### src/logic/rv_pkg.sv
package rv_pkg;

  // machine widths
  localparam int xlen     = 64;
  localparam int reg_id_w = 5;
  localparam int inst_w   = 32;

  // first fetch address after reset
  localparam logic [xlen-1:0] reset_pc = 64'h8000_0000;

  // major opcodes, bits [6:0]
  localparam logic [6:0] op_imm    = 7'b0010011;
  localparam logic [6:0] op_reg    = 7'b0110011;
  localparam logic [6:0] op_lui    = 7'b0110111;
  localparam logic [6:0] op_auipc  = 7'b0010111;
  localparam logic [6:0] op_system = 7'b1110011;

  // funct codes for the add family
  localparam logic [2:0] funct3_add = 3'b000;
  localparam logic [6:0] funct7_add = 7'b0000000;
  // bit 30 set turns add into sub
  localparam logic [6:0] funct7_sub = 7'b0100000;

  // the one system word we accept
  localparam logic [inst_w-1:0] ebreak_word = 32'h0010_0073;

  // one instruction word, three field layouts
  typedef union packed {
    // register-register
    struct packed {
      logic [6:0]          funct7;
      logic [reg_id_w-1:0] rs2;
      logic [reg_id_w-1:0] rs1;
      logic [2:0]          funct3;
      logic [reg_id_w-1:0] rd;
      logic [6:0]          opcode;
    } r;
    // register-immediate
    struct packed {
      logic [11:0]         imm12;
      logic [reg_id_w-1:0] rs1;
      logic [2:0]          funct3;
      logic [reg_id_w-1:0] rd;
      logic [6:0]          opcode;
    } i;
    // upper immediate
    struct packed {
      logic [19:0]         imm20;
      logic [reg_id_w-1:0] rd;
      logic [6:0]          opcode;
    } u;
  } inst_t;

endpackage
### src/logic/fetch_stage.sv
`timescale 1ns/10ps

module fetch_stage (
  input  logic                       clk,
  input  logic                       rst_n,
  input  logic                       stop,
  input  logic [rv_pkg::inst_w-1:0]  wb_dat_i,
  input  logic                       wb_ack,
  output logic                       wb_cyc,
  output logic                       wb_stb,
  output logic [rv_pkg::xlen-1:0]    wb_adr,
  output logic                       f_valid,
  output logic [rv_pkg::inst_w-1:0]  f_inst,
  output logic [rv_pkg::xlen-1:0]    f_pc
);

  // program counter, address of the word being requested
  logic [rv_pkg::xlen-1:0] pc;
  // bus request armed, low in reset and forever after stop
  logic req_q;
  // word taken from the slave this cycle
  logic accept;

  // stop drops the bus in the same cycle
  assign wb_cyc = req_q & ~stop;
  // classic cycle, strobe follows cyc
  assign wb_stb = wb_cyc;
  assign wb_adr = pc;

  // late ack after stop is ignored
  assign accept = wb_cyc & wb_ack;

  always_ff @(posedge clk) begin
    if (!rst_n) begin
      req_q   <= 1'b0;
      pc      <= rv_pkg::reset_pc;
      f_valid <= 1'b0;
    end else begin
      f_valid <= accept;
      if (stop) begin
        // idle for good, decode holds stop until reset
        req_q <= 1'b0;
      end else begin
        // next request starts right after the ack
        req_q <= 1'b1;
      end
      if (accept) begin
        pc <= pc + rv_pkg::xlen'(4);
      end
    end
  end

  // payload, only loaded with a fresh word
  always_ff @(posedge clk) begin
    if (accept) begin
      f_inst <= wb_dat_i;
      f_pc   <= pc;
    end
  end

endmodule

### config.mk
export PLATFORM = sky130hd
export DESIGN_NAME = fetch_stage
export DESIGN_NICKNAME = d
export VERILOG_FILES = /design/src/logic/rv_pkg.sv /design/src/logic/fetch_stage.sv
export SDC_FILE = /design/constraint.sdc
export NUM_CORES = 1
export LEC_CHECK = 0
export ABC_AREA = 1
export BUFFER_PORTS_ARGS = -buffer_cell sky130_fd_sc_hd__buf_2
export CAP_MARGIN = 20
export CELL_PAD_IN_SITES_DETAIL_PLACEMENT = 1
export CELL_PAD_IN_SITES_GLOBAL_PLACEMENT = 1
export CORE_ASPECT_RATIO = 2
export CORE_UTILIZATION = 38
export CTS_BUF_LIST = sky130_fd_sc_hd__clkbuf_4 sky130_fd_sc_hd__clkbuf_8 sky130_fd_sc_hd__clkbuf_16
export CTS_CLUSTER_SIZE = 25
export DETAILED_ROUTE_END_ITERATION = 6
export PLACE_DENSITY_LB_ADDON = 0.1
export REMOVE_ABC_BUFFERS = 1
export SKIP_LAST_GASP = 1
export SLEW_MARGIN = 20
export SYNTH_ARGS = -nofsm -noshare
export SYNTH_HDL_FRONTEND = slang
export SYNTH_SLANG_ARGS = --single-unit
### constraint.sdc
create_clock -name clk -period 4.7 [get_ports clk]
set_input_delay 0.47 -clock clk [delete_from_list [all_inputs] [get_ports clk]]
set_output_delay 0.47 -clock clk [all_outputs]
set_load 0.005 [all_outputs]
==> results_tabular.tex, run 1 <==
\begin{tabular}{lr}
\hline
Metric & Value \\
\hline
\multicolumn{2}{l}{\textbf{Run status}} \\
\quad Run status & complete, no violations \\
\multicolumn{2}{l}{\textbf{Worst hold path}} \\
\quad Path type of the worst min-delay path & in2reg \\
\multicolumn{2}{l}{\textbf{Critical path}} \\
\quad Buffers plus inverters on the worst setup path & 2 \\
\quad Cell family contributing the most delay on the critical path & buffers and inverters \\
\quad Worst path required time & 4.76 ns \\
\quad Critical Path AT & 2.35 ns \\
\quad Crit Path Class & reg2reg \\
\quad Highest-delay cell along the critical path & inv\_4 \\
\quad Cell chain of the critical path & nand3\_4 -> inv\_4 -> buf\_4 \\
\quad CP Max Fanout & 57 \\
\quad Setup crit start kind & flop \\
\quad Category of the worst setup path capture point & flop \\
\quad Max incr delay on CP & 0.64 ns \\
\multicolumn{2}{l}{\textbf{GRT}} \\
\quad Maximum number of pins on one net before global-route repair & 58 \\
\quad Initial antenna violation count & 0 \\
\quad Global router's overall resource usage & 23.5\% \\
\quad Number of global-route vias before repair & 6092 \\
\quad Global-route wire length before repair & 31.4 mm \\
\quad Global-route congestion overflow total & 0 \\
\multicolumn{2}{l}{\textbf{Clock network}} \\
\quad CTS tree & done \\
\quad Number of buffers added by the clock tree synthesis step & 17 \\
\quad Clock buffer depth & 2 \\
\quad Clock-pin slew reported for the worst setup and hold paths after clock tree synthesis & 0.06 ns \\
\quad Post-cts repair resize count & 0 \\
\quad CTS Hold Bufs & 0 \\
\quad Latest clock arrival within the worst-skew pair & 0.43 ns \\
\quad Post CTS Setup Buffer Count & 0 \\
\quad Maximum level of the CTS H-tree & 4 \\
\quad Root buf cell & clkbuf\_16 \\
\quad CTS sink cnt & 158 \\
\multicolumn{2}{l}{\textbf{Cells and area}} \\
\quad Diode count & 0 \\
\quad Final \#Nets & 968 \\
\quad Multi-input gate area & 2160 um2 \\
\quad Ratio of cells with drive above 1 in the final layout & 26.4\% \\
\quad Layout-stage area growth over the synthesis result & 26.5\% \\
\quad Seq. cell area & 4100 um2 \\
\quad Fillers & 2081 \\
\multicolumn{2}{l}{\textbf{STA}} \\
\quad Period Utilization, post-route & 48.7\% \\
\quad Tightest Pin Transition & 0.982 ns \\
\quad Min Clock Period, post-route & 2.29 ns \\
\quad Final hold violation count & 0 \\
\quad Number of max-slew violations in the final report & 0 \\
\quad Tightest slew margin relative to the limit & 34.5\% \\
\quad Unrepaired setup endpoints after global routing & no \\
\quad Peak Freq & 437 MHz \\
\quad Final hold slack & 0.220 ns \\
\quad Layout Skew & 0.0116 ns \\
\quad TNS Setup & 0 ns \\
\quad Total setup violations reported at the end of the flow & 0 \\
\multicolumn{2}{l}{\textbf{Drt}} \\
\quad Starting DRT DRC Count & 179 \\
\quad Detailed-route via count & 5845 \\
\quad Drt wl/cell & 17.8 um \\
\quad Ratio of routed vias to standard cells & 5.06 \\
\quad Routed Wire Length & 20.5 mm \\
\quad Detailed Routing Iterations Pass 1 & 4 \\
\quad DRC violations left & 0 \\
\quad Count of antenna-violating nets left after detailed routing & 0 \\
\multicolumn{2}{l}{\textbf{Floorplan}} \\
\quad Die H & 189 um \\
\quad Starting density of the core & 38.6\% \\
\quad IO Count & 199 \\
\quad Site row count & 68 \\
\quad Area of the core region & 17200 um2 \\
\quad Die area & 18000 um2 \\
\quad Die X-Extent & 95.4 um \\
\multicolumn{2}{l}{\textbf{Placement}} \\
\quad Final GP Congestion & 0.905 \\
\quad Count of port buffers added during placement & 194 \\
\quad Post-DP HPWL & 15.6 mm \\
\multicolumn{2}{l}{\textbf{Synthesis}} \\
\quad Post-Synthesis Cells & 726 \\
\quad Combined area of all synthesized cells & 6640 um2 \\
\quad Fraction of the yosys area taken by sequential cells & 61.9\% \\
\quad Distinct cell type count of the synthesized netlist & 34 \\
\quad Post-synthesis register bit count & 158 \\
\quad Total number of yosys warnings & 0 \\
\quad Mean post-synth cell area & 9.14 um2 \\
\multicolumn{2}{l}{\textbf{Power and ir drop}} \\
\quad Cell leakage power & 3.57 nW \\
\quad Maximum vdd ir drop & 184 uV \\
\quad Power density normalized to cell area & 344 nW/um2 \\
\multicolumn{2}{l}{\textbf{Run}} \\
\quad Max-Cap Viols & 0 \\
\hline
\end{tabular}
through the flow:
| step | utilization [%] | setup WS (ns) | power (mW) | instances | cell area, um2 |
|---|---|---|---|---|---|
| after floorplan | - | 0.998 | 1.52 | 717 | 6570 |
| after global placement | 45.5 | 2.11 | 1.56 | 1122 | 7820 |
| after detailed placement | 45.5 | 2.00 | 1.56 | 1122 | 7820 |
| after CTS | 48.8 | 2.32 | 2.92 | 1154 | 8390 |
| after global routing | 48.8 | 2.21 | 2.98 | 1154 | 8390 |
| final | 48.8 | 2.41 | 2.89 | 1154 | 8390 |
synth_stat cells:
cell	number	share of area, %
nand2_1	172	9.7
nor2_1	144	8.1
edfxtp_1	94	43
inv_1	80	4.5
dfxtp_1	64	19
nand3_1	35	2.6
a21oi_1	32	2.4
o21ai_0	22	1.7
nand4_1	21	2.0
nor3_1	10	0.75
nor2_2	8	0.75
nor2_4	6	1.0
buf_4	5	0.57
xor2_1	4	0.53
and2_1	3	0.28
clkbuf_1	3	0.17
a211oi_1	2	0.23
buf_2	2	0.15
nand2_2	2	0.19
nand3_4	2	0.53
o21bai_1	2	0.23
buf_1	1	0.057
buf_6	1	0.17
clkinv_1	1	0.057
conb_1	1	0.057
ha_1	1	0.19
nand2_4	1	0.17
nand3b_1	1	0.11
nor3_2	1	0.15
nor3_4	1	0.25
nor3b_1	1	0.11
nor4_1	1	0.094
o21a_1	1	0.11
xnor2_1	1	0.13
sequential cells by signal (all words and copies together), names as in the netlist:
signal   cells
f_pc        62
f_valid      1
f_inst      32
wb_adr      62
req_q        1
kinds of logic after synthesis:
logic type               share of synthesized area (%)
adder cells (fa/ha/maj)                          0.189
other                                           0.0565
AND/OR/NAND/NOR                                   26.9
flip-flops                                        61.9
AO/OA/AOI/OAI                                     4.64
XOR/XNOR                                         0.660
buffers and inverters                             5.69
power by group:
group / internal (mW) / switching, mW / total, mW
clock: 0.810 / 0.552 / 1.36
combinational: 0.0205 / 0.0346 / 0.0551
sequential: 1.47 / 0.00282 / 1.47
total: 2.30 / 0.589 / 2.89
worst reg2reg max path, delay by kind of cell, from the launching register on:
family | cells | cell delay [ns]
simple gates | 1 | 0.27
buf+inv | 2 | 1.25
flops | 1 | 0.37
placed cells by master, fill, tap and decap left out, drive strengths merged:
| master | synthesis | routed |
|---|---|---|
| a211oi | 2 | 2 |
| a21oi | 32 | 32 |
| and2 | 3 | 3 |
| buf | 9 | 195 |
| bufinv | 0 | 2 |
| clkbuf | 3 | 22 |
| clkinv | 1 | 4 |
| clkinvlp | 0 | 3 |
| conb | 1 | 4 |
| dfxtp | 64 | 64 |
| edfxtp | 94 | 94 |
| ha | 1 | 1 |
| inv | 80 | 82 |
| nand2 | 175 | 175 |
| nand3 | 37 | 37 |
| nand3b | 1 | 1 |
| nand4 | 21 | 21 |
| nor2 | 158 | 158 |
| nor3 | 12 | 12 |
| nor3b | 1 | 1 |
| nor4 | 1 | 1 |
| o21a | 1 | 1 |
| o21ai | 22 | 22 |
| o21bai | 2 | 2 |
| xnor2 | 1 | 1 |
| xor2 | 4 | 4 |
routing by layer:
metal / wire length, um / up-vias / global-route usage, %
li1: - / 2780 / -
met1: 7080 / 2818 / 21.6
met2: 11500 / 194 / 45.5
met3: 904 / 53 / 3.65
met4: 1010 / 0 / 14.2
met5: 0 / - / 0
layout make-up:
class / count / share of cell area, %
multi-input combinational: 478 / 25.8
tap: 210 / 3.13
clock buffer: 22 / 5.51
timing repair buffer: 195 / 11.7
clock inverter: 10 / 1.37
sequential: 158 / 48.9
inverter: 81 / 3.65
worst paths after layout:
check / startpoint / endpoint / slack (ns) / cells past startpoint
max: req_q / f_pc[22] / 2.41 / 3
min: stop / req_q / 0.22 / 2
min reg2reg: wb_adr[63] / f_pc[63] / 0.51 / 0
max reg2reg: req_q / f_pc[22] / 2.41 / 3
Power figures use the tool's default switching activity.
==> run 2, diff against run 1 <==
Settings changed: CORE_UTILIZATION 38 to 34.
Clock period 4.7 ns to 2.1 ns, I/O delays scaled along.
==> results_tabular.tex, run 2 (same netlist as run 1, synthesis figures left out) <==
\begin{tabular}{lr}
\hline
Metric & Value \\
\hline
\multicolumn{2}{l}{\textbf{Clock network}} \\
\quad CTS sink cnt & 158 (unchanged) \\
\quad Latest clock arrival within the worst-skew pair & 0.43 ns (about the same) \\
\quad Post CTS Setup Buffer Count & 0 (unchanged) \\
\quad Clock buffer depth & 2 (unchanged) \\
\quad Maximum level of the CTS H-tree & 4 (unchanged) \\
\quad Number of buffers added by the clock tree synthesis step & 17 (unchanged) \\
\quad CTS tree & done (unchanged) \\
\quad Clock-pin slew reported for the worst setup and hold paths after clock tree synthesis & 0.06 ns (about the same) \\
\quad Root buf cell & clkbuf\_16 (unchanged) \\
\multicolumn{2}{l}{\textbf{Power and ir drop}} \\
\quad Cell leakage power & 3.79 nW (was 3.57 nW) \\
\quad Power density normalized to cell area & 730 nW/um2 (was 344 nW/um2) \\
\quad Net switching component of the power & 1.34 mW (was 0.589 mW) \\
\quad Total power of the final layout & 6.51 mW (was 2.89 mW) \\
\quad Internal Pwr Total & 5.18 mW (was 2.30 mW) \\
\quad Maximum vdd ir drop & 473 uV (was 184 uV) \\
\quad Switching portion of total power & 20.5\% (was 20.4\%) \\
\quad Fraction of power consumed by the clock network & 46.6\% (was 47.1\%) \\
\quad Share of power burned in combinational logic & 2.8\% (was 1.9\%) \\
\quad Reg power frac & 50.6\% (was 51.0\%) \\
\multicolumn{2}{l}{\textbf{Floorplan}} \\
\quad Die area & 20100 um2 (was 18000 um2) \\
\quad Die H & 200 um (was 189 um) \\
\quad IO Count & 199 (unchanged) \\
\quad Die X-Extent & 101 um (was 95.4 um) \\
\quad Starting density of the core & 34.6\% (was 38.6\%) \\
\quad Site row count & 72 (was 68) \\
\quad Area of the core region & 19200 um2 (was 17200 um2) \\
\multicolumn{2}{l}{\textbf{STA}} \\
\quad Tightest Pin Transition & 0.798 ns (was 0.982 ns) \\
\quad Layout Skew & 0.0145 ns (was 0.0116 ns) \\
\quad Final hold violation count & 0 (unchanged) \\
\quad Period Utilization, post-route & 95.5\% (was 48.7\%) \\
\quad Total setup violations reported at the end of the flow & 0 (unchanged) \\
\quad Unrepaired setup endpoints after global routing & no (unchanged) \\
\quad Tightest slew margin relative to the limit & 46.8\% (was 34.5\%) \\
\quad Number of max-slew violations in the final report & 0 (unchanged) \\
\quad Min Clock Period, post-route & 2.01 ns (was 2.29 ns) \\
\quad Peak Freq & 499 MHz (was 437 MHz) \\
\multicolumn{2}{l}{\textbf{Drt}} \\
\quad Detailed Routing Iterations Pass 1 & 4 (unchanged) \\
\quad DRC violations left & 0 (unchanged) \\
\quad Ratio of routed vias to standard cells & 4.74 (was 5.06) \\
\quad Count of antenna-violating nets left after detailed routing & 0 (unchanged) \\
\quad Detailed-route via count & 5931 (was 5845) \\
\quad Drt wl/cell & 18.1 um (was 17.8 um) \\
\quad Routed Wire Length & 22.6 mm (was 20.5 mm) \\
\quad Starting DRT DRC Count & 137 (was 179) \\
\multicolumn{2}{l}{\textbf{Placement}} \\
\quad Post-placement cell count & 1186 (was 1122) \\
\quad Final GP Congestion & 0.922 (was 0.905) \\
\quad Post-DP HPWL & 17.1 mm (was 15.6 mm) \\
\quad Count of port buffers added during placement & 194 (unchanged) \\
\multicolumn{2}{l}{\textbf{Cells and area}} \\
\quad Post-route non-filler standard cell count & 1251 (was 1154) \\
\quad Final \#Nets & 1016 (was 968) \\
\quad Diode count & 0 (unchanged) \\
\quad Most common cell after layout, fill and taps aside & buf\_2 (unchanged) \\
\quad Ratio of cells with drive above 1 in the final layout & 26.9\% (was 26.4\%) \\
\quad Core Util, Final & 46.5\% (was 48.8\%) \\
\quad Layout-stage area growth over the synthesis result & 34.5\% (was 26.5\%) \\
\quad Highest-count cells in the layout ignoring fill and taps & buf\_2, nand2\_1, nor2\_1, edfxtp\_1, inv\_1 (unchanged) \\
\quad Fillers & 2317 (was 2081) \\
\multicolumn{2}{l}{\textbf{Critical path}} \\
\quad Highest-delay cell along the critical path & dfxtp\_1 (was inv\_4) \\
\quad Cell family contributing the most delay on the critical path & simple AND/OR/NAND/NOR gates (was buffers and inverters) \\
\quad CP Max Fanout & 6 (was 57) \\
\quad Setup crit start kind & flop (unchanged) \\
\quad Worst path required time & 2.42 ns (was 4.76 ns) \\
\quad Buffers plus inverters on the worst setup path & 0 (was 2) \\
\quad Category of the worst setup path capture point & flop (unchanged) \\
\quad Max incr delay on CP & 0.46 ns (was 0.64 ns) \\
\quad Cell chain of the critical path & nand2\_1 -> nor2\_1 -> nand2\_1 -> nor2\_1 -> nand2\_1 -> nor2\_1 -> nand3\_1 -> nand2\_1 -> nor2\_1 (was nand3\_4 -> inv\_4 -> buf\_4) \\
\quad Crit Path Class & reg2reg (unchanged) \\
\quad Critical Path AT & 2.32 ns (was 2.35 ns) \\
\multicolumn{2}{l}{\textbf{Run status}} \\
\quad Run status & complete, no violations (unchanged) \\
\multicolumn{2}{l}{\textbf{GRT}} \\
\quad Maximum number of pins on one net before global-route repair & 64 (was 58) \\
\quad Global-route wire length before repair & 34.4 mm (was 31.4 mm) \\
\quad Global-route congestion overflow total & 0 (unchanged) \\
\quad Global router's overall resource usage & 23.2\% (was 23.5\%) \\
\quad Number of global-route vias before repair & 6316 (was 6092) \\
\quad Initial antenna violation count & 0 (unchanged) \\
\multicolumn{2}{l}{\textbf{Worst hold path}} \\
\quad Path type of the worst min-delay path & in2reg (unchanged) \\
\multicolumn{2}{l}{\textbf{Run}} \\
\quad Max-Cap Viols & 0 (unchanged) \\
\hline
\end{tabular}
-- run 2: changes by cell type in the layout (fill, tap and decap cells not counted), moves of 2 or more --
cell,delta
dlygate4sd3_1,+33
buf_4,+14
nor2_1,-3
clkinv_4,+2
nor2_2,+2
-- run 2: path summary, 6_finish.rpt --
| kind | from | to | slack (ns) | depth (start not counted) |
|---|---|---|---|---|
| min reg2reg | wb_adr[63] | f_pc[63] | 0.50 | 0 |
| max | wb_adr[11] | wb_adr[58] | 0.09 | 9 |
| max reg2reg | wb_adr[11] | wb_adr[58] | 0.09 | 9 |
| min | wb_ack | wb_adr[3] | 0.22 | 4 |
-- run 2: area by class of cell --
class	count	area (um2)	area share (%)
flip-flops and latches	158	4100	46.0
clock inverters	11	121	1.36
well taps	259	324	3.63
repair buffers	243	1430	16.1
clock buffers	21	455	5.10
inverters	81	307	3.44
multi-input cells	478	2180	24.4
-- run 2: metrics by stage --
stage	setup slack [ns]	hold slack, ns	setup TNS (ns)	cell area (um2)
floorplan	-1.42	0.282	-137.36	6570
global placement	0.143	0.387	0	8000
detailed placement	0.0430	0.389	0	8000
CTS	0.0202	0.195	0	8910
global route	0.0180	0.233	0	8920
finish	0.0944	0.216	0	8920
-- run 2: power groups by stage --
stage          Clock, mW  Sequential, mW  Combinational [mW]
6_report            3.04            3.30               0.182
5_1_grt             3.24            3.29               0.198
4_1_cts             3.13            3.29               0.183
3_5_place_dp           0            3.36               0.134
3_3_place_gp           0            3.36               0.128
2_1_floorplan          0            3.37              0.0383
-- run 2: per-layer routing --
metal	vias up	global-route usage [%]	routed length (um)
li1	2871	-	-
met2	190	45.2	12700
met4	0	13.7	1150
met3	55	4.44	894
met5	-	0	0
met1	2815	21.8	7840
-- run 2: tightest hold or removal path, delay by kind of cell --
family	cells	cell delay, ns
simple gates	2	0.20
compound gates	1	0.06
buf+inv	1	0.11
-- run 2: timing repair --
action / CTS / global route
gates resized for setup: 0 / 4
hold buffers: 33 / 0
endpoints found under the setup margin: 0 / 4
endpoints found under the hold margin: 33 / 0
==> run 3, diff against run 2 <==
==> constraint.sdc (replaced) <==
create_clock -name clk -period 2.1 [get_ports clk]
set_input_delay 0.105 -clock clk [delete_from_list [all_inputs] [get_ports clk]]
set_output_delay 0.105 -clock clk [all_outputs]
set_load 0.005 [all_outputs]
==> results_tabular.tex, run 3 (same netlist as run 1, synthesis figures left out) <==
\begin{tabular}{lr}
\hline
Metric & Value \\
\hline
\multicolumn{2}{l}{\textbf{Floorplan}} \\
\quad IO Count & 199 (unchanged) \\
\quad Area of the core region & 19200 um2 (unchanged) \\
\quad Die X-Extent & 101 um (unchanged) \\
\quad Die area & 20100 um2 (unchanged) \\
\quad Starting density of the core & 34.6\% (unchanged) \\
\quad Site row count & 72 (unchanged) \\
\quad Die H & 200 um (unchanged) \\
\multicolumn{2}{l}{\textbf{STA}} \\
\quad Final hold violation count & 0 (unchanged) \\
\quad Worst path setup slack after routing & 0.113 ns (was 0.0944 ns) \\
\quad Number of max-slew violations in the final report & 0 (unchanged) \\
\quad Unrepaired setup endpoints after global routing & no (unchanged) \\
\quad Final hold slack & 0.112 ns (was 0.216 ns) \\
\quad Period Utilization, post-route & 94.6\% (was 95.5\%) \\
\quad Peak Freq & 503 MHz (was 499 MHz) \\
\quad Tightest Pin Transition & 0.720 ns (was 0.798 ns) \\
\quad Layout Skew & 0.0113 ns (was 0.0145 ns) \\
\quad Min Clock Period, post-route & 1.99 ns (was 2.01 ns) \\
\quad Tightest slew margin relative to the limit & 51.9\% (was 46.8\%) \\
\quad Total setup violations reported at the end of the flow & 0 (unchanged) \\
\multicolumn{2}{l}{\textbf{Clock network}} \\
\quad Maximum level of the CTS H-tree & 4 (unchanged) \\
\quad Post CTS Setup Buffer Count & 0 (unchanged) \\
\quad CTS tree & done (unchanged) \\
\quad Number of buffers added by the clock tree synthesis step & 17 (unchanged) \\
\quad Latest clock arrival within the worst-skew pair & 0.44 ns (was 0.43 ns) \\
\quad Clock-pin slew reported for the worst setup and hold paths after clock tree synthesis & 0.06 ns (about the same) \\
\quad Root buf cell & clkbuf\_16 (unchanged) \\
\quad Clock buffer depth & 2 (unchanged) \\
\quad CTS sink cnt & 158 (unchanged) \\
\multicolumn{2}{l}{\textbf{Power and ir drop}} \\
\quad Net switching component of the power & 1.41 mW (was 1.34 mW) \\
\quad Reg power frac & 51.9\% (was 50.6\%) \\
\quad Share of power burned in combinational logic & 2.8\% (about the same) \\
\quad Fraction of power consumed by the clock network & 45.2\% (was 46.6\%) \\
\quad Switching portion of total power & 22.2\% (was 20.5\%) \\
\quad Internal Pwr Total & 4.93 mW (was 5.18 mW) \\
\quad Power density normalized to cell area & 711 nW/um2 (was 730 nW/um2) \\
\quad Maximum vdd ir drop & 477 uV (was 473 uV) \\
\quad Cell leakage power & 3.78 nW (was 3.79 nW) \\
\multicolumn{2}{l}{\textbf{Placement}} \\
\quad Post-DP HPWL & 16.7 mm (was 17.1 mm) \\
\quad Cell area after placement & 8030 um2 (was 8000 um2) \\
\quad Count of port buffers added during placement & 194 (unchanged) \\
\quad Final GP Congestion & 0.868 (was 0.922) \\
\quad Pre-CTS WS & 0.0515 ns (was 0.0430 ns) \\
\multicolumn{2}{l}{\textbf{Drt}} \\
\quad Drt wl/cell & 17.5 um (was 18.1 um) \\
\quad Detailed-route via count & 6005 (was 5931) \\
\quad Detailed Routing Iterations Pass 1 & 5 (was 4) \\
\quad Count of antenna-violating nets left after detailed routing & 0 (unchanged) \\
\quad Ratio of routed vias to standard cells & 4.79 (was 4.74) \\
\quad Routed Wire Length & 22.0 mm (was 22.6 mm) \\
\quad Starting DRT DRC Count & 149 (was 137) \\
\quad DRC violations left & 0 (unchanged) \\
\multicolumn{2}{l}{\textbf{GRT}} \\
\quad Number of global-route vias before repair & 6371 (was 6316) \\
\quad Global router's overall resource usage & 22.5\% (was 23.2\%) \\
\quad Global-route wire length before repair & 33.3 mm (was 34.4 mm) \\
\quad Initial antenna violation count & 0 (unchanged) \\
\quad Global-route congestion overflow total & 0 (unchanged) \\
\quad Maximum number of pins on one net before global-route repair & 65 (was 64) \\
\multicolumn{2}{l}{\textbf{Cells and area}} \\
\quad Final Instance Area & 8920 um2 (about the same) \\
\quad Layout-stage area growth over the synthesis result & 34.4\% (was 34.5\%) \\
\quad Core Util, Final & 46.5\% (about the same) \\
\quad Diode count & 0 (unchanged) \\
\quad Most common cell after layout, fill and taps aside & buf\_2 (unchanged) \\
\quad Ratio of cells with drive above 1 in the final layout & 27.1\% (was 26.9\%) \\
\quad Final \#Nets & 1019 (was 1016) \\
\quad Highest-count cells in the layout ignoring fill and taps & buf\_2, nand2\_1, nor2\_1, edfxtp\_1, inv\_1 (unchanged) \\
\multicolumn{2}{l}{\textbf{Critical path}} \\
\quad Category of the worst setup path capture point & flop (unchanged) \\
\quad Crit Path Class & in2reg (was reg2reg) \\
\quad Setup crit start kind & input port (was flop) \\
\quad CP Max Fanout & 18 (was 6) \\
\quad Critical Path AT & 2.36 ns (was 2.32 ns) \\
\quad Worst path required time & 2.47 ns (was 2.42 ns) \\
\quad Reg2reg setup slack & 0.13 ns (was 0.09 ns) \\
\multicolumn{2}{l}{\textbf{Worst hold path}} \\
\quad Path type of the worst min-delay path & in2reg (unchanged) \\
\multicolumn{2}{l}{\textbf{Run status}} \\
\quad Run status & complete, no violations (unchanged) \\
\multicolumn{2}{l}{\textbf{Run}} \\
\quad Max-Cap Viols & 0 (unchanged) \\
\hline
\end{tabular}
-- run 3: cell count changes in the layout (fill, tap and decap cells not counted), moves of 2 or more --
| cell | delta |
|---|---|
| clkbuf_4 | -4 |
| clkinv_2 | -2 |
| bufinv_16 | -2 |
| clkinvlp_4 | +2 |
| inv_6 | +4 |
| buf_4 | +3 |
-- run 3: layer usage --
metal / part of all wire (%) / global-route usage, % / wire, um / vias to the layer above
met5: 0 / 0 / 0 / -
met4: 3.5 / 11.8 / 775 / 0
met3: 3.7 / 4.23 / 804 / 37
met2: 58 / 45.8 / 12800 / 165
met1: 35 / 20.0 / 7610 / 2919
li1: - / - / - / 2884
-- run 3: power groups by stage --
stage | logic (mW) | registers (mW) | clock network (mW)
global route | 0.198 | 3.29 | 3.06
floorplan | 0.0383 | 3.37 | 0
global placement | 0.128 | 3.36 | 0
CTS | 0.181 | 3.29 | 2.95
finish | 0.179 | 3.29 | 2.87
detailed placement | 0.132 | 3.36 | 0
-- run 3: final cells by class --
class	count	area (um2)
clock inverter	14	110
timing repair buffer	246	1460
tap	259	324
sequential	158	4100
clock buffer	18	439
fill	2315	10300
inverter	81	307
multi-input combinational	478	2180
-- run 3: per-stage QoR --
| step | setup TNS [ns] | total power, mW | cells |
|---|---|---|---|
| final | 0 | 6.34 | 1254 |
| after global routing | 0 | 6.56 | 1254 |
| after CTS | 0 | 6.43 | 1254 |
| after detailed placement | 0 | 3.49 | 1189 |
| after global placement | 0 | 3.49 | 1189 |
| after floorplan | -137.36 | 3.41 | 717 |
-- run 3: what timing repair did --
item,4_1_cts,5_1_grt
hold buffers,33,0
resized for setup,0,4
endpoints found under the hold margin,33,0
setup endpoints to repair,0,6
-- run 3: worst max-delay path, cell delays in order --
cell and delay [ns]:
dlygate4sd3_1 0.54, buf_2 0.13, inv_1 0.10, nand3_4 0.13
buf_4 0.25, inv_4 0.24, nand3_1 0.11, nor2_1 0.17
nand3_1 0.15, o21ai_0 0.23, nand2_1 0.09, nor2_1 0.10
-- run 3: worst paths after layout --
path / startpoint / end / cells past startpoint
worst max-delay path: stop / wb_adr[60] / 12
worst min-delay path: wb_ack / wb_adr[3] / 4
worst max register to register: wb_adr[3] / wb_adr[60] / 9
worst min register to register: wb_adr[63] / f_pc[63] / 0
